File: config.mk
export PLATFORM = sky130hd
export DESIGN_NAME = cache_controller_flat
export DESIGN_NICKNAME = d
export VERILOG_FILES = /design/src/design/cache_pkg.sv /design/src/design/cache_ifs.sv /design/src/design/cache_controller.sv /design/src/flat_wrapper.sv
export VERILOG_INCLUDE_DIRS = /design/src /design/src/design
export SDC_FILE = /design/constraint.sdc
export NUM_CORES = 1
export LEC_CHECK = 0
export BUFFER_PORTS_ARGS = -buffer_cell sky130_fd_sc_hd__buf_4
export CORE_UTILIZATION = 24
export CTS_CLUSTER_DIAMETER = 100
export CTS_CLUSTER_SIZE = 20
export DETAILED_ROUTE_END_ITERATION = 16
export PLACE_DENSITY = 0.65
export SLEW_MARGIN = 0
export SYNTH_ARGS = -nofsm -noshare
export SYNTH_HDL_FRONTEND = slang
export SYNTH_SLANG_ARGS = --single-unit
File: constraint.sdc
create_clock -name clk -period 2.38 [get_ports clk]
set_clock_uncertainty 0.15 [all_clocks]
set_input_delay 0.238 -clock clk [delete_from_list [all_inputs] [get_ports clk]]
set_output_delay 0.238 -clock clk [all_outputs]
set_load 0.02 [all_outputs]
File: src/design/mem_system_cfg.svh
/*
 * Memory system configuration.
 * Address and word widths, cache line geometry, bank count and main memory timing.
 */
`ifndef MEM_SYSTEM_CFG_SVH
`define MEM_SYSTEM_CFG_SVH

`default_nettype none

// byte address and data word
`define ADDR_W            16
`define WORD_W            16

// address split into tag, set index and byte offset
`define TAG_W             5
`define INDEX_W           8
`define OFFSET_W          3

// four words per line, so offset bit 0 is always zero
`define WORDS_PER_LINE    4

// main memory is word interleaved, bank picked by address bits 2:1
`define NUM_BANKS         4
`define MEM_READ_LATENCY  2
`define BANK_BUSY_CYCLES  4

`default_nettype wire

`endif
File: src/design/cache_pkg.sv
/*
 * Cache package.
 * Controller state encoding and the address field and data word types.
 */
`include "mem_system_cfg.svh"

`default_nettype none

package cache_pkg;

   // data word and full byte address
   typedef logic [`WORD_W-1:0]   word_t;
   typedef logic [`ADDR_W-1:0]   addr_t;

   // address fields, tag on top and offset at the bottom
   typedef logic [`TAG_W-1:0]    tag_t;
   typedef logic [`INDEX_W-1:0]  index_t;
   typedef logic [`OFFSET_W-1:0] offset_t;

   // controller states
   typedef enum logic [4:0] {
      idle,
      compareRead,
      compareWrite,
      // dirty victim write-back, one word per state
      evict0,
      evict1,
      evict2,
      evict3,
      // line fill, memory reads run two states ahead of way writes
      fill0,
      fill1,
      fill2Write0,
      fill3Write1,
      write2,
      write3,
      finalWrite,
      missDone,
      hitDone
   } ctrlState_e;

endpackage

`default_nettype wire

File: src/design/cache_ifs.sv
/*
 * Cache interfaces.
 * wayIf connects the controller to one way, memIf connects it to main memory.
 */
`timescale 1ns/10ps

`default_nettype none

interface wayIf;

   // request side, driven by the controller
   logic                 enable;
   logic                 write;
   logic                 compare;
   cache_pkg::tag_t      tagIn;
   cache_pkg::index_t    index;
   cache_pkg::offset_t   offset;
   cache_pkg::word_t     dataIn;

   // lookup results of the current index and offset
   cache_pkg::tag_t      tagOut;
   cache_pkg::word_t     dataOut;
   logic                 hit;
   logic                 dirty;
   logic                 valid;

   modport controller (
      output enable, write, compare, tagIn, index, offset, dataIn,
      input  tagOut, dataOut, hit, dirty, valid
   );

   modport way (
      input  enable, write, compare, tagIn, index, offset, dataIn,
      output tagOut, dataOut, hit, dirty, valid
   );

endinterface

interface memIf;

   // request is held while stall is high
   logic                 rd;
   logic                 wr;
   cache_pkg::addr_t     addr;
   cache_pkg::word_t     dataIn;
   cache_pkg::word_t     dataOut;
   logic                 stall;

   modport controller (
      output rd, wr, addr, dataIn,
      input  dataOut, stall
   );

   modport memory (
      input  rd, wr, addr, dataIn,
      output dataOut, stall
   );

endinterface

`default_nettype wire

File: src/design/cache_controller.sv
/*
 * Cache controller.
 * Lookup, dirty write-back, line fill, way choice and victim tracking.
 */
`include "mem_system_cfg.svh"

`timescale 1ns/10ps

`default_nettype none

module cache_controller (
   input  logic               clk,
   input  logic               rstN,
   input  cache_pkg::addr_t   addr,
   input  cache_pkg::word_t   dataIn,
   input  logic               rd,
   input  logic               wr,
   output cache_pkg::word_t   dataOut,
   output logic               done,
   output logic               stall,
   output logic               cacheHit,
   wayIf.controller           way0,
   wayIf.controller           way1,
   memIf.controller           mem
);

   // ####################################################################
   // request fields and way views
   // ####################################################################

   cache_pkg::ctrlState_e state, nextState, startState, lookupNext;
   cache_pkg::tag_t       reqTag, memTag, chosenTag;
   cache_pkg::index_t     reqIndex;
   cache_pkg::offset_t    reqOffset, memOffset, wayOffset;
   cache_pkg::word_t      wayData, chosenData;
   logic chosenWay, victimWay, victimNext, choice;
   logic chosenValid, chosenDirty, anyHit;
   logic memRd, memWr, wayWrite, wayCompare;

   // byte offset of word n in the line
   function automatic cache_pkg::offset_t lineOffset(input int wordNum);
      return cache_pkg::offset_t'(wordNum * 2);
   endfunction

   assign reqTag    = addr[`ADDR_W-1 -: `TAG_W];
   assign reqIndex  = addr[`OFFSET_W +: `INDEX_W];
   assign reqOffset = addr[`OFFSET_W-1:0];

   assign chosenTag   = chosenWay ? way1.tagOut  : way0.tagOut;
   assign chosenData  = chosenWay ? way1.dataOut : way0.dataOut;
   assign chosenValid = chosenWay ? way1.valid   : way0.valid;
   assign chosenDirty = chosenWay ? way1.dirty   : way0.dirty;
   assign anyHit      = way0.hit || way1.hit;

   // status outputs straight from the state
   assign done     = (state == cache_pkg::hitDone) || (state == cache_pkg::missDone);
   assign cacheHit = (state == cache_pkg::hitDone);
   assign stall    = !(done || (state == cache_pkg::idle));

   // read data from the hit way, after a fill the chosen way holds it
   assign dataOut = way0.hit ? way0.dataOut : (way1.hit ? way1.dataOut : chosenData);

   // ####################################################################
   // way choice
   // ####################################################################

   // in a done cycle the victim flips at this edge, so choose with the flipped value
   assign victimNext = done ? ~victimWay : victimWay;

   always_comb begin
      if (way0.hit)        choice = 1'b0;
      else if (way1.hit)   choice = 1'b1;
      else if (!way0.valid) choice = 1'b0;
      else if (!way1.valid) choice = 1'b1;
      else                 choice = victimNext;
   end

   // rd and wr together or neither is no request
   assign startState = (rd ^ wr) ? (rd ? cache_pkg::compareRead : cache_pkg::compareWrite)
                                 : cache_pkg::idle;

   // a miss on a dirty valid victim goes through write-back first
   assign lookupNext = anyHit ? cache_pkg::hitDone
                              : ((chosenValid && chosenDirty) ? cache_pkg::evict0
                                                              : cache_pkg::fill0);

   // ####################################################################
   // next state and datapath controls
   // ####################################################################

   always_comb begin
      nextState  = state;
      memRd      = 1'b0;
      memWr      = 1'b0;
      memTag     = reqTag;
      memOffset  = reqOffset;
      wayWrite   = 1'b0;
      wayCompare = 1'b0;
      wayOffset  = reqOffset;
      wayData    = dataIn;
      case (state)
         cache_pkg::idle, cache_pkg::hitDone, cache_pkg::missDone: begin
            nextState = startState;
         end
         cache_pkg::compareRead: begin
            wayCompare = 1'b1;
            nextState  = lookupNext;
         end
         cache_pkg::compareWrite: begin
            // lands only on a hit
            wayCompare = 1'b1;
            wayWrite   = 1'b1;
            nextState  = lookupNext;
         end
         // write-back uses the victim's stored tag
         cache_pkg::evict0, cache_pkg::evict1, cache_pkg::evict2, cache_pkg::evict3: begin
            memWr  = 1'b1;
            memTag = chosenTag;
            case (state)
               cache_pkg::evict0: memOffset = lineOffset(0);
               cache_pkg::evict1: memOffset = lineOffset(1);
               cache_pkg::evict2: memOffset = lineOffset(2);
               default:           memOffset = lineOffset(3);
            endcase
            wayOffset = memOffset;
            if (!mem.stall) begin
               case (state)
                  cache_pkg::evict0: nextState = cache_pkg::evict1;
                  cache_pkg::evict1: nextState = cache_pkg::evict2;
                  cache_pkg::evict2: nextState = cache_pkg::evict3;
                  default:           nextState = cache_pkg::fill0;
               endcase
            end
         end
         cache_pkg::fill0: begin
            memRd     = 1'b1;
            memOffset = lineOffset(0);
            if (!mem.stall) nextState = cache_pkg::fill1;
         end
         cache_pkg::fill1: begin
            memRd     = 1'b1;
            memOffset = lineOffset(1);
            if (!mem.stall) nextState = cache_pkg::fill2Write0;
         end
         // word 0 returns while word 2 is requested
         cache_pkg::fill2Write0: begin
            memRd     = 1'b1;
            memOffset = lineOffset(2);
            wayWrite  = 1'b1;
            wayOffset = lineOffset(0);
            wayData   = mem.dataOut;
            if (!mem.stall) nextState = cache_pkg::fill3Write1;
         end
         cache_pkg::fill3Write1: begin
            memRd     = 1'b1;
            memOffset = lineOffset(3);
            wayWrite  = 1'b1;
            wayOffset = lineOffset(1);
            wayData   = mem.dataOut;
            if (!mem.stall) nextState = cache_pkg::write2;
         end
         cache_pkg::write2: begin
            wayWrite  = 1'b1;
            wayOffset = lineOffset(2);
            wayData   = mem.dataOut;
            nextState = cache_pkg::write3;
         end
         cache_pkg::write3: begin
            wayWrite  = 1'b1;
            wayOffset = lineOffset(3);
            wayData   = mem.dataOut;
            nextState = (wr && !rd) ? cache_pkg::finalWrite : cache_pkg::missDone;
         end
         // the pending processor write, now a guaranteed hit
         cache_pkg::finalWrite: begin
            wayWrite   = 1'b1;
            wayCompare = 1'b1;
            nextState  = cache_pkg::missDone;
         end
         default: begin
            nextState = cache_pkg::idle;
         end
      endcase
   end

   always_ff @(posedge clk or negedge rstN) begin
      if (!rstN) begin
         state     <= cache_pkg::idle;
         chosenWay <= 1'b0;
         victimWay <= 1'b0;
      end else begin
         state <= nextState;
         // choice is fixed while a request is in progress
         if (!stall) chosenWay <= choice;
         if (done) victimWay <= ~victimWay;
      end
   end

   // ####################################################################
   // way and memory drive
   // ####################################################################

   // both ways look up every cycle, only the chosen one takes writes
   assign way0.enable  = !chosenWay;
   assign way0.write   = wayWrite;
   assign way0.compare = wayCompare;
   assign way0.tagIn   = reqTag;
   assign way0.index   = reqIndex;
   assign way0.offset  = wayOffset;
   assign way0.dataIn  = wayData;

   assign way1.enable  = chosenWay;
   assign way1.write   = wayWrite;
   assign way1.compare = wayCompare;
   assign way1.tagIn   = reqTag;
   assign way1.index   = reqIndex;
   assign way1.offset  = wayOffset;
   assign way1.dataIn  = wayData;

   assign mem.rd     = memRd;
   assign mem.wr     = memWr;
   assign mem.addr   = {memTag, reqIndex, memOffset};
   assign mem.dataIn = chosenData;

endmodule

`default_nettype wire

File: src/flat_wrapper.sv
// flat-port wrapper written by rule: the top's interface ports become plain ports
module cache_controller_flat 
  (clk, rstN, addr, dataIn, rd, wr, dataOut, done, stall, cacheHit, way0_enable, way0_write, way0_compare, way0_tagIn, way0_index, way0_offset, way0_dataIn, way0_tagOut, way0_dataOut, way0_hit, way0_dirty, way0_valid, way1_enable, way1_write, way1_compare, way1_tagIn, way1_index, way1_offset, way1_dataIn, way1_tagOut, way1_dataOut, way1_hit, way1_dirty, way1_valid, mem_rd, mem_wr, mem_addr, mem_dataIn, mem_dataOut, mem_stall);
  wayIf way0_i ();
  wayIf way1_i ();
  memIf mem_i ();
  input  logic clk;
  input  logic rstN;
  input  cache_pkg::addr_t addr;
  input  cache_pkg::word_t dataIn;
  input  logic rd;
  input  logic wr;
  output cache_pkg::word_t dataOut;
  output logic done;
  output logic stall;
  output logic cacheHit;
  output wire logic [$bits(way0_i.enable)-1:0] way0_enable;
  output wire logic [$bits(way0_i.write)-1:0] way0_write;
  output wire logic [$bits(way0_i.compare)-1:0] way0_compare;
  output wire logic [$bits(way0_i.tagIn)-1:0] way0_tagIn;
  output wire logic [$bits(way0_i.index)-1:0] way0_index;
  output wire logic [$bits(way0_i.offset)-1:0] way0_offset;
  output wire logic [$bits(way0_i.dataIn)-1:0] way0_dataIn;
  input wire logic [$bits(way0_i.tagOut)-1:0] way0_tagOut;
  input wire logic [$bits(way0_i.dataOut)-1:0] way0_dataOut;
  input wire logic [$bits(way0_i.hit)-1:0] way0_hit;
  input wire logic [$bits(way0_i.dirty)-1:0] way0_dirty;
  input wire logic [$bits(way0_i.valid)-1:0] way0_valid;
  output wire logic [$bits(way1_i.enable)-1:0] way1_enable;
  output wire logic [$bits(way1_i.write)-1:0] way1_write;
  output wire logic [$bits(way1_i.compare)-1:0] way1_compare;
  output wire logic [$bits(way1_i.tagIn)-1:0] way1_tagIn;
  output wire logic [$bits(way1_i.index)-1:0] way1_index;
  output wire logic [$bits(way1_i.offset)-1:0] way1_offset;
  output wire logic [$bits(way1_i.dataIn)-1:0] way1_dataIn;
  input wire logic [$bits(way1_i.tagOut)-1:0] way1_tagOut;
  input wire logic [$bits(way1_i.dataOut)-1:0] way1_dataOut;
  input wire logic [$bits(way1_i.hit)-1:0] way1_hit;
  input wire logic [$bits(way1_i.dirty)-1:0] way1_dirty;
  input wire logic [$bits(way1_i.valid)-1:0] way1_valid;
  output wire logic [$bits(mem_i.rd)-1:0] mem_rd;
  output wire logic [$bits(mem_i.wr)-1:0] mem_wr;
  output wire logic [$bits(mem_i.addr)-1:0] mem_addr;
  output wire logic [$bits(mem_i.dataIn)-1:0] mem_dataIn;
  input wire logic [$bits(mem_i.dataOut)-1:0] mem_dataOut;
  input wire logic [$bits(mem_i.stall)-1:0] mem_stall;
  assign way0_enable = way0_i.enable;
  assign way0_write = way0_i.write;
  assign way0_compare = way0_i.compare;
  assign way0_tagIn = way0_i.tagIn;
  assign way0_index = way0_i.index;
  assign way0_offset = way0_i.offset;
  assign way0_dataIn = way0_i.dataIn;
  assign way0_i.tagOut = way0_tagOut;
  assign way0_i.dataOut = way0_dataOut;
  assign way0_i.hit = way0_hit;
  assign way0_i.dirty = way0_dirty;
  assign way0_i.valid = way0_valid;
  assign way1_enable = way1_i.enable;
  assign way1_write = way1_i.write;
  assign way1_compare = way1_i.compare;
  assign way1_tagIn = way1_i.tagIn;
  assign way1_index = way1_i.index;
  assign way1_offset = way1_i.offset;
  assign way1_dataIn = way1_i.dataIn;
  assign way1_i.tagOut = way1_tagOut;
  assign way1_i.dataOut = way1_dataOut;
  assign way1_i.hit = way1_hit;
  assign way1_i.dirty = way1_dirty;
  assign way1_i.valid = way1_valid;
  assign mem_rd = mem_i.rd;
  assign mem_wr = mem_i.wr;
  assign mem_addr = mem_i.addr;
  assign mem_dataIn = mem_i.dataIn;
  assign mem_i.dataOut = mem_dataOut;
  assign mem_i.stall = mem_stall;
  cache_controller u_core (.clk(clk), .rstN(rstN), .addr(addr), .dataIn(dataIn), .rd(rd), .wr(wr), .dataOut(dataOut), .done(done), .stall(stall), .cacheHit(cacheHit), .way0(way0_i), .way1(way1_i), .mem(mem_i));
endmodule
* Word level (Yosys, flattened, before mapping)
Cells that the tools add are included.
** Cells by class
- Equality and inequality tests :: 20
- Mux-type cells :: 32
- Reductions and logical operators :: 17
- Bitwise logic cells :: 2
** Operator list (number)
- two-way mux 16 bit :: 4
- case mux 5 bit (10 select lines) :: 1
- two-way mux 5 bit :: 9
- equality test 5 x 4 -> 1 bit, second input constant :: 8
- case mux 3 bit (5 select lines) :: 2
- equality test 5 x 3 -> 1 bit, second input constant :: 4
- OR reduction 4 bit :: 3
- two-way mux 1 bit :: 11
- equality test 5 x 2 -> 1 bit, second input constant :: 2
- inequality test 2 bit, second input constant :: 5
- case mux 3 bit (3 select lines) :: 1
- case mux 2 bit (3 select lines) :: 1
- OR reduction 3 bit :: 2
- OR reduction 6 bit :: 1
- equality test 5 x 1 -> 1 bit, second input constant :: 1
- zero test 5 bit :: 1
- AND reduction 5 bit :: 1
- two-way mux 2 bit :: 2
- zero test 1 bit :: 3
- logical OR 1 bit :: 3
- two-way mux 3 bit :: 1
- logical AND 1 bit :: 2
- OR reduction 2 bit :: 1
- NOT 1 bit :: 1
- XOR 1 bit :: 1
** Storage, ports and cells
- Output and inout bits :: 123
- Register bits after elaboration :: 7
- Bits of input ports :: 101
- Logic and storage cells :: 74

* Logic depth before layout (Yosys ltp)
Gate-level depths: netlist of run 1.
- Depth in word-level cells :: 7
- Mapped depth :: 7
- Gate-level depth less buffers :: 4

* Worst setup path after synthesis of run 1
No wires, ideal clock.
- Path type :: register to output
- From :: reg u_core.state[0]
- To :: out way1_offset[2]
- Arrival time :: 1.900 ns
- Data required time :: 1.992 ns
- Stages on the path, launching flop included :: 8
- Setup slack :: 0.092 ns
- Path buffers :: 3
- Cell sequence :: dfrtp_1 -> buf_4 -> buf_6 -> nor2b_1 -> a22oi_1 -> nor2_1 -> a311oi_1 -> buf_4
** On the way
- Cells in the longest elaborated chain, start to end :: 3
- Elaborated cells on any way between the ends :: 11
- Those cells by class :: eq/ne: 8; mux: 2; reduce/logical: 1
** Ends and longest elaborated chain
- start: declaration :: RTL line cache_controller.sv:31 : cache_pkg::ctrlState_e state, nextState, startState, lookupNext;
- start signal: assignment :: RTL line cache_controller.sv:188 : state <= cache_pkg::idle;
- start signal: assignment :: RTL line cache_controller.sv:192 : state <= nextState;
- equality test 5 x 3 -> 1 bit (tied with other cells) :: RTL line cache_controller.sv:101, cache_controller.sv:119
- case mux 3 bit (3 select lines) or OR reduction 4 bit (tied branches) :: RTL line cache_controller.sv:119, cache_controller.sv:101
- case mux 3 bit (5 select lines) (*) :: RTL line cache_controller.sv:101 : case (state)
- end: declaration :: RTL line flat_wrapper.sv:34 : output wire logic [$bits(way1_i.offset)-1:0] way1_offset;
Every way passes the cells marked *; elsewhere a longest branch is shown, timed or not.

* Worst setup path in the final report of run 1
- From :: reg u_core.state[3]
- To :: out mem_addr[2]
** On the way
- Cells in the longest elaborated chain, start to end :: 3
- Elaborated cells on any way between the ends :: 11
- Those cells by class :: eq/ne: 8; mux: 2; reduce/logical: 1
** Ends and longest elaborated chain
- equality test 5 x 3 -> 1 bit (tied with other cells) :: RTL line cache_controller.sv:101, cache_controller.sv:119
- case mux 3 bit (3 select lines) or OR reduction 4 bit (tied branches) :: RTL line cache_controller.sv:119, cache_controller.sv:101
- case mux 3 bit (5 select lines) (*) :: RTL line cache_controller.sv:101
- end: declaration :: RTL line flat_wrapper.sv:43 : output wire logic [$bits(mem_i.addr)-1:0] mem_addr;
Marked as above.

==> results of run 1 <==
final cells by class:
class / instances / area, um^2
multi-input cells: 146 / 1260
well taps: 102 / 128
inverters: 6 / 22.5
flip-flops and latches: 6 / 154
repair buffers: 199 / 1500
clock buffers: 3 / 41.3
fillers: 801 / 4660
metal layers:
metal | track usage [%] | part of all wire, %
met5 | 0 | 0
met4 | 2.99 | 0.73
met3 | 2.32 | 7.7
met2 | 23.7 | 51
met1 | 16.8 | 40
sequential cells by signal, indices dropped and copies added, names as in the netlist:
register / cells
u_core.state: 4
u_core.victimWay: 1
u_core.way1.enable: 1
critical path, stage by stage (launching register included):
cell	delay (ns)
dfrtp_1	0.72
buf_4	0.26
xor2_2	0.17
nor2_1	0.06
a211oi_1	0.27
buf_4	0.20
cells by family after synthesis:
group | after synthesis | share of synthesized area [%]
AND/OR/NAND/NOR | 42 | 11.9
multiplexers | 59 | 35.9
buffers and inverters | 74 | 27.4
flip-flops | 6 | 7.73
AO/OA/AOI/OAI | 39 | 13.3
XOR/XNOR | 6 | 3.86
cell usage in the layout (no fill, tap or decap), types with 2 or more instances in the layout:
cell type  count
buf_4        198
mux2_2        41
a21oi_1       12
nand2_1       10
nor2_1         9
mux2_4         9
mux2_1         8
inv_1          6
o21ai_0        5
nor2b_1        5
nand3_1        3
or2_2          3
nand2b_1       3
a211oi_1       3
clkbuf_8       3
dfrtp_2        3
dfrtp_1        3
nor2_4         2
xnor2_1        2
xor2_2         2
o22ai_1        2
a32oi_1        2
and3_1         2
o211ai_1       2
final timing paths:
path	startpoint	endpoint	cells after the start
worst max-delay path	u_core.state[3]$_DFFE_PN0P_	mem_addr[2]	5
worst min-delay path	way0_hit	u_core.way1.enable$_DFFE_PN0N_	2
worst max register to register	u_core.state[3]$_DFFE_PN0P_	u_core.way1.enable$_DFFE_PN0N_	5
worst min register to register	u_core.victimWay$_DFF_PN0_	u_core.victimWay$_DFF_PN0_	1
max in group asynchronous	rstN	u_core.state[2]$_DFFE_PN0P_	2
min in group asynchronous	rstN	u_core.way1.enable$_DFFE_PN0N_	2
stage by stage:
| step | instance area, um^2 | hold slack (ns) |
|---|---|---|
| floorplan | 1940 | -0.208 |
| global placement | 3050 | -0.102 |
| detailed placement | 3050 | -0.102 |
| CTS | 3100 | 0.0801 |
| global route | 3100 | 0.0923 |
| finish | 3100 | 0.0857 |
power breakdown:
| group | total, mW | switching (mW) | internal, mW |
|---|---|---|---|
| logic | 3.58 | 1.90 | 1.68 |
| registers | 0.373 | 0.211 | 0.162 |
| clock network | 0.148 | 0.0398 | 0.108 |
synth_stat cells, types with 2 or more instances:
master    instances  share of area (%)
buf_2             5                1.3
o21ai_0           5                1.3
nor2b_1           5                1.6
dfrtp_1           6                7.7
and3_1            2               0.64
a32oi_1           2               0.90
xor2_2            2                1.7
mux2_1            8                4.6
nand3_1           3               0.77
mux2_4            9                7.0
o22ai_1           2               0.64
a211oi_1          3                1.2
mux2_2           41                 24
nor2_1            9                1.7
xnor2_1           2               0.90
nor2_4            2                1.2
buf_4            61                 24
nand2_1          10                1.9
or2_2             3               0.97
inv_1             6                1.2
a21oi_1          12                3.1
nand2b_1          3               0.97
o211ai_1          2               0.77
what timing repair did:
action / 4_1_cts / 5_1_grt
gates resized for setup: 0 / 3
hold buffers: 1 / 0
setup endpoints to repair: 0 / 23
hold endpoints to repair: 6 / 0
==> impl_metrics.json, run 1 <==
{
  "wire_per_inst_um": 13.7,
  "finish.utilization_pct": 39.9,
  "avgViaCountPerCell": 4.49,
  "mapped_cell_area_mm2": 0.00194,
  "tritoncts_clock_tree": "built",
  "global_route_wire_length_before_repair_um": 9240,
  "cts_inserted_buffers": 3,
  "syn_avg_cell_area_um2": 8.60,
  "period_needed_ns": 2.28,
  "floorplan.io_pins": 224,
  "critPathRequiredTime_ns": 1.99,
  "timing.critical_path.fanout_max": 15,
  "floorplan.initialDensity_pct": 25.0,
  "grt_pass1_vias": 1883,
  "grt_overflow": 0,
  "irDropWorstVdd_v": 0.000342,
  "die_height_um": 92.0,
  "preCtsSetupSlack_ns": 0.266,
  "rsz0062_at_grt": "false",
  "tightest_slew_ns": 0.610,
  "first_pass_iters": 4,
  "routability_congestion": 0.812,
  "number_of_violations_of_the_max_capacitance_limit": 0,
  "syn2layout_area_growth_pct": 59.7,
  "synth_async_sr_flop_share_pct": 100,
  "finalSetupViolCount": 0,
  "post_cts_buffers": 0,
  "critPathKind": "flip-flop to output pin",
  "finalHoldViolCount": 0,
  "status": "finished, final reports clean",
  "synth-seq-cells": 6,
  "achievable-frequency_mhz": 438,
  "yosys.cell_types.count": 46,
  "post-place-cells": 458,
  "drt_first_iter_violations": 18,
  "cts_clk_pin_slew_worst_paths_ns": 0.04,
  "worst_hold_path_type": "primary input to flip-flop",
  "startpoint_type": "flip-flop",
  "synth_flop_cell": "dfrtp_1",
  "detail_route.wirelength_um": 6340,
  "net_count_synth": 327,
  "vias": 2076,
  "timing.final.crit_share_pct": 95.9,
  "worstPathArrival_ns": 1.89,
  "slew_headroom_pct": 59.3,
  "grt_antenna_before_repair": 0,
  "overall_power_consumption_mw": 4.10,
  "placement.io_buffers": 191,
  "clock_sink_count": 6,
  "final_layout_size_suffix_gt1_share_pct": 73.9,
  "die_width_um": 92.0,
  "fp.dieArea_mm2": 0.00846,
  "final_critical_path_setup_slack_ns": 0.0973,
  "globalRouteTotalUtil_pct": 13.4,
  "synth_sequential_area_ratio_pct": 7.73,
  "finalNonFillerCells": 462,
  "reg2reg_setup_slack_ns": 0.36,
  "antenna_violating_nets_post_route": 0,
  "synthCells": 226,
  "finalNetCount": 463,
  "critPathCaptureType": "output pin",
  "synth-warning-count": 0,
  "clock_tree.root_cell": "clkbuf_8",
  "power.density_cell_area_mw_per_mm2": 1320,
  "std_cell_rows": 32,
  "post_route_setup_tns_ns": 0,
  "fp.coreArea_mm2": 0.00777,
  "synth_edf_count": 0,
  "htreeDepth": 1,
  "grt_start_max_net_pins": 18,
  "hpwl_um": 5460,
  "maxSlewViolCount": 0,
  "cts_buffer_depth": 2,
  "static_leak_nw": 1.56,
  "insertedDiodeCount": 0,
  "clock_latency_ns": 0.22,
  "drc": 0
}
(Power assumes the default switching activity.)
==> inputs of run 2 (changes only) <==
--- a/config.mk
+++ b/config.mk
@@ -8,7 +8,7 @@
 export LEC_CHECK = 0
 export BUFFER_PORTS_ARGS = -buffer_cell sky130_fd_sc_hd__buf_4
 export CORE_UTILIZATION = 24
-export CTS_CLUSTER_DIAMETER = 100
+export CTS_CLUSTER_DIAMETER = 40
 export CTS_CLUSTER_SIZE = 20
 export DETAILED_ROUTE_END_ITERATION = 16
 export PLACE_DENSITY = 0.65
==> constraint.sdc (replaced) <==
create_clock -name clk -period 2.52 [get_ports clk]
set_clock_uncertainty 0.15 [all_clocks]
set_input_delay 0.252 -clock clk [delete_from_list [all_inputs] [get_ports clk]]
set_output_delay 0.252 -clock clk [all_outputs]
set_load 0.02 [all_outputs]
==> impl_metrics.json, run 2 (same netlist as run 1, synthesis figures left out) <==
{
  "timing.reg2reg.worst_path_depth": 5,
  "htreeDepth": 1,
  "globalRouteTotalUtil_pct": 13.4,
  "drc": 0,
  "worstPathArrival_ns": 1.89,
  "grt_overflow": 0,
  "post_route_setup_tns_ns": 0,
  "tightest_slew_ns": 0.638,
  "dpl_cell_area_mm2": 0.00304,
  "finalNetCount": 462,
  "syn2layout_area_growth_pct": 59.2,
  "post_cts_buffers": 0,
  "wire_per_inst_um": 14.0,
  "sequential_cell_area_um2": 151,
  "final_cell_mix": "buf_4, mux2_2, a21oi_1, nand2_1",
  "multiInputGateArea_mm2": 0.00126,
  "grt_pass1_vias": 1863,
  "critPathKind": "flip-flop to output pin",
  "rr_endpoint": "u_core.state[1]$_DFFE_PN0P_",
  "finalNonFillerCells": 461,
  "critPathRequiredTime_ns": 2.12,
  "maxSlewViolCount": 0,
  "clock_sink_count": 6,
  "overall_power_consumption_mw": 3.86,
  "critPathCaptureType": "output pin",
  "finalSetupViolCount": 0,
  "clock_latency_ns": 0.22,
  "max_flop_register": "u_core.state",
  "final_cell_area_mm2": 0.00309,
  "std_cell_rows": 32,
  "post-place-cells": 457,
  "routability_congestion": 0.881,
  "rsz0062_at_grt": "false",
  "finish.utilization_pct": 39.8,
  "tritoncts_clock_tree": "built",
  "slew_headroom_pct": 57.5,
  "period_needed_ns": 2.29,
  "finalHoldViolCount": 0,
  "power.density_cell_area_mw_per_mm2": 1250,
  "placement.io_buffers": 191,
  "drt_first_iter_violations": 23,
  "avgViaCountPerCell": 4.62,
  "cts_clk_pin_slew_worst_paths_ns": 0.03,
  "first_pass_iters": 5,
  "rr_startpoint": "u_core.state[3]$_DFFE_PN0P_",
  "startpoint_type": "flip-flop",
  "clock_tree.root_cell": "clkbuf_8",
  "hpwl_um": 5570,
  "die_width_um": 92.0,
  "worst_hold_path.num_cells": 2,
  "final_layout_size_suffix_gt1_share_pct": 73.3,
  "reg2reg_setup_slack_ns": 0.56,
  "min-delay-start": "way0_hit",
  "cts_buffer_depth": 2,
  "timing.final.crit_share_pct": 90.8,
  "fp.coreArea_mm2": 0.00777,
  "floorplan.initialDensity_pct": 25.0,
  "floorplan.io_pins": 224,
  "number_of_filler_cells_placed_in_the_layout": 787,
  "worst_hold_path_type": "primary input to flip-flop",
  "insertedDiodeCount": 0,
  "vias": 2130,
  "antenna_violating_nets_post_route": 0,
  "status": "finished, final reports clean",
  "grt_start_max_net_pins": 22,
  "timing.critical_path.fanout_max": 16,
  "preCtsSetupSlack_ns": 0.317,
  "grt_antenna_before_repair": 0,
  "whs_ns": 0.106,
  "achievable-frequency_mhz": 437,
  "largest_reg_flops": 4,
  "number_of_violations_of_the_max_capacitance_limit": 0,
  "static_leak_nw": 1.56,
  "fp.dieArea_mm2": 0.00846,
  "min_delay_worst_endpoint": "u_core.way1.enable$_DFFE_PN0N_",
  "cts_inserted_buffers": 3,
  "global_route_wire_length_before_repair_um": 9180,
  "leading_cell_type_in_the_layout_fill_and_taps_excluded": "buf_4",
  "irDropWorstVdd_v": 0.000308,
  "die_height_um": 92.0,
  "detail_route.wirelength_um": 6450,
  "final_critical_path_setup_slack_ns": 0.231
}
run 2: cell count changes in the layout (fill, tap and decap cells not counted), sizes merged:
cell	before	now
buf	198	197
run 2: area by class of cell:
type | instances | share of cell area [%]
multi-input cells | 146 | 40.8
inverters | 6 | 0.728
clock buffers | 3 | 1.33
well taps | 102 | 4.13
flip-flops and latches | 6 | 4.89
repair buffers | 198 | 48.1
run 2: worst max-delay path by stage:
| stage | from | to | slack, ns | cells past startpoint |
|---|---|---|---|---|
| 2_1_floorplan | u_core.state[0]$_DFFE_PN0P_ | way1_offset[2] | 0.22 | 7 |
| 3_3_place_gp | u_core.state[2]$_DFFE_PN0P_ | way0_dataIn[4] | 0.38 | 4 |
| 3_5_place_dp | u_core.state[2]$_DFFE_PN0P_ | mem_addr[13] | 0.32 | 5 |
| 4_1_cts | u_core.state[2]$_DFFE_PN0P_ | mem_addr[13] | 0.08 | 5 |
| 5_1_grt | u_core.state[3]$_DFFE_PN0P_ | way1_offset[1] | 0.1 | 5 |
| 6_report | u_core.state[3]$_DFFE_PN0P_ | way0_offset[1] | 0.23 | 5 |
run 2: where the power goes:
group / internal (mW) / switching [mW] / total, mW / leakage [nW]
Clock: 0.102 / 0.0372 / 0.139 / 0.0216
Combinational: 1.58 / 1.81 / 3.39 / 1.47
Sequential: 0.150 / 0.185 / 0.335 / 0.0688
run 2: repair_timing:
action | in CTS | in global routing
hold endpoints to repair | 6 | 0
endpoints found under the setup margin | 0 | 7
resized for setup | 0 | 1
hold buffers | 1 | 0
run 2: worst max-delay path: stages, from the launching register on:
cell and delay (ns):
dfrtp_1 0.74, nor2b_1 0.19, a21oi_1 0.20, nor2_1 0.06, a211oi_1 0.28, buf_4 0.20
run 2: per-layer routing:
layer,track usage (%),vias up,routed length [um]
li1,-,1008,-
met1,15.4,979,2460
met2,25.3,130,3440
met3,2.07,13,472
met4,3.65,0,70
met5,0,-,0
==> inputs of run 3 (changes only) <==
--- a/config.mk
+++ b/config.mk
@@ -6,13 +6,14 @@
 export SDC_FILE = /design/constraint.sdc
 export NUM_CORES = 1
 export LEC_CHECK = 0
-export BUFFER_PORTS_ARGS = -buffer_cell sky130_fd_sc_hd__buf_4
+export BUFFER_PORTS_ARGS = -buffer_cell sky130_fd_sc_hd__buf_2
+export CORE_ASPECT_RATIO = 0.7
 export CORE_UTILIZATION = 24
 export CTS_CLUSTER_DIAMETER = 40
 export CTS_CLUSTER_SIZE = 20
 export DETAILED_ROUTE_END_ITERATION = 16
 export PLACE_DENSITY = 0.65
-export SLEW_MARGIN = 0
+export SLEW_MARGIN = 10
 export SYNTH_ARGS = -nofsm -noshare
 export SYNTH_HDL_FRONTEND = slang
 export SYNTH_SLANG_ARGS = --single-unit
==> impl_metrics.json, run 3 (same netlist as run 1, synthesis figures left out) <==
{
  "std_cell_rows": 27,
  "period_needed_ns": 2.35,
  "final_cell_area_mm2": 0.00265,
  "post_cts_resized": 0,
  "grt_start_max_net_pins": 19,
  "max_flop_register": "u_core.state",
  "tritoncts_clock_tree": "built",
  "timing.reg2reg.worst_path_depth": 5,
  "critPathCaptureType": "output pin",
  "post_route_setup_tns_ns": 0,
  "cellInternalPower_mw": 1.57,
  "clock_tree.root_cell": "clkbuf_16",
  "number_of_violations_of_the_max_capacitance_limit": 0,
  "globalRouteTotalUtil_pct": 13.8,
  "status": "finished, final reports clean",
  "avgViaCountPerCell": 4.58,
  "multiInputGateArea_mm2": 0.00126,
  "grt_overflow": 0,
  "finalNetCount": 463,
  "first_pass_iters": 5,
  "critPathKind": "flip-flop to output pin",
  "p_sw_mw": 2.04,
  "global_route_wire_length_before_repair_um": 9220,
  "drt_first_iter_violations": 39,
  "clock_sink_count": 6,
  "largest_reg_flops": 4,
  "worstPathArrival_ns": 1.95,
  "cts_inserted_buffers": 3,
  "maxSlewViolCount": 0,
  "sequential_cell_area_um2": 150,
  "finalSetupViolCount": 0,
  "power.density_cell_area_mw_per_mm2": 1360,
  "fp.dieArea_mm2": 0.00847,
  "syn2layout_area_growth_pct": 36.6,
  "power.share.combinational_pct": 83.6,
  "die_height_um": 77.3,
  "slew_headroom_pct": 56.0,
  "final_layout_size_suffix_gt1_share_pct": 73.1,
  "floorplan.io_pins": 224,
  "drc": 0,
  "sequentialPowerShare_pct": 9.1,
  "timing.final.crit_share_pct": 93.2,
  "finalNonFillerCells": 461,
  "achievable-frequency_mhz": 426,
  "post-place-cells": 457,
  "critPathRequiredTime_ns": 2.12,
  "finalHoldViolCount": 0,
  "leading_cell_type_in_the_layout_fill_and_taps_excluded": "buf_2",
  "startpoint_type": "flip-flop",
  "htreeDepth": 1,
  "routability_congestion": 0.911,
  "number_of_filler_cells_placed_in_the_layout": 820,
  "p_clk_share_pct": 7.3,
  "insertedDiodeCount": 0,
  "cts_buffer_depth": 2,
  "switching_share_pct": 56.6,
  "clock_latency_ns": 0.23,
  "die_width_um": 110,
  "static_leak_nw": 1.42,
  "dpl_cell_area_mm2": 0.00257,
  "worst_hold_path.num_cells": 2,
  "vias": 2110,
  "irDropWorstVdd_v": 0.000560,
  "grt_pass1_vias": 1995,
  "floorplan.initialDensity_pct": 24.8,
  "fp.coreArea_mm2": 0.00784,
  "worst_hold_path_type": "primary input to flip-flop",
  "grt_antenna_before_repair": 0,
  "wire_per_inst_um": 13.3,
  "hpwl_um": 5340,
  "tightest_slew_ns": 0.659,
  "timing.critical_path.fanout_max": 14,
  "antenna_violating_nets_post_route": 0,
  "rsz0062_at_grt": "false",
  "placement.io_buffers": 191,
  "post_cts_buffers": 0,
  "final_cell_mix": "buf_2, mux2_2, a21oi_1, nand2_1",
  "detail_route.wirelength_um": 6140,
  "cts_clk_pin_slew_worst_paths_ns": 0.03
}
-- run 3: changes by cell type in the layout (fill, tap and decap cells not counted) --
| cell | previous run | this run |
|---|---|---|
| buf_4 | 197 | 7 |
| dfrtp_1 | 5 | 6 |
| clkbuf_8 | 3 | 0 |
| dfrtp_2 | 1 | 0 |
| buf_2 | 0 | 191 |
| clkbuf_16 | 0 | 3 |
-- run 3: stage by stage --
step	worst slack, ns	util [%]	power, mW	hold slack, ns
floorplan	0.218	-	2.83	-0.194
global placement	0.457	32.8	3.34	-0.0613
detailed placement	0.407	32.8	3.38	-0.0624
CTS	0.147	33.9	3.66	0.104
global route	0.0379	33.9	3.90	0.127
finish	0.171	33.9	3.61	0.106
-- run 3: cell type report --
cell class	instances	area share, %
multi-input cells	146	47.5
flip-flops and latches	6	5.66
well taps	101	4.76
repair buffers	199	38.4
inverters	6	0.849
clock buffers	3	2.83
-- run 3: critical path, stage by stage (launching register included) --
cell and delay [ns]:
dfrtp_1 0.50, buf_4 0.25, nand3_1 0.11, nand2_1 0.10, nor2_4 0.23, mux2_1 0.35
buf_2 0.16
-- run 3: power groups by stage --
stage | sequential, mW | combinational, mW | clock [mW]
2_1_floorplan | 0.200 | 2.63 | 0
3_3_place_gp | 0.322 | 3.02 | 0
3_5_place_dp | 0.331 | 3.05 | 0
4_1_cts | 0.331 | 3.06 | 0.267
5_1_grt | 0.349 | 3.27 | 0.276
6_report | 0.330 | 3.02 | 0.263
-- run 3: path summary, 6_finish.rpt --
kind / start / end / slack (ns)
max: u_core.state[1]$_DFFE_PN0P_ / mem_addr[15] / 0.17
min: way0_hit / u_core.way1.enable$_DFFE_PN0N_ / 0.11
max in group asynchronous: rstN / u_core.state[0]$_DFFE_PN0P_ / 1.83
max reg2reg: u_core.state[2]$_DFFE_PN0P_ / u_core.state[1]$_DFFE_PN0P_ / 0.61
min in group asynchronous: rstN / u_core.way1.enable$_DFFE_PN0N_ / 0.24
min reg2reg: u_core.victimWay$_DFF_PN0_ / u_core.victimWay$_DFF_PN0_ / 0.34
-- run 3: per-layer routing --
metal  GRT usage (%)  wire length [um]  vias to the layer above
met5               0                 0                        -
met4            3.07                45                        0
met3            3.23               556                        5
met2            24.5              2920                      141
met1            16.7              2620                      954
li1                -                 -                     1010
-- run 3: timing repair --
| action | CTS | global route |
|---|---|---|
| hold buffers | 1 | 0 |
| endpoints found under the hold margin | 6 | 0 |
| setup endpoints to repair | 0 | 0 |
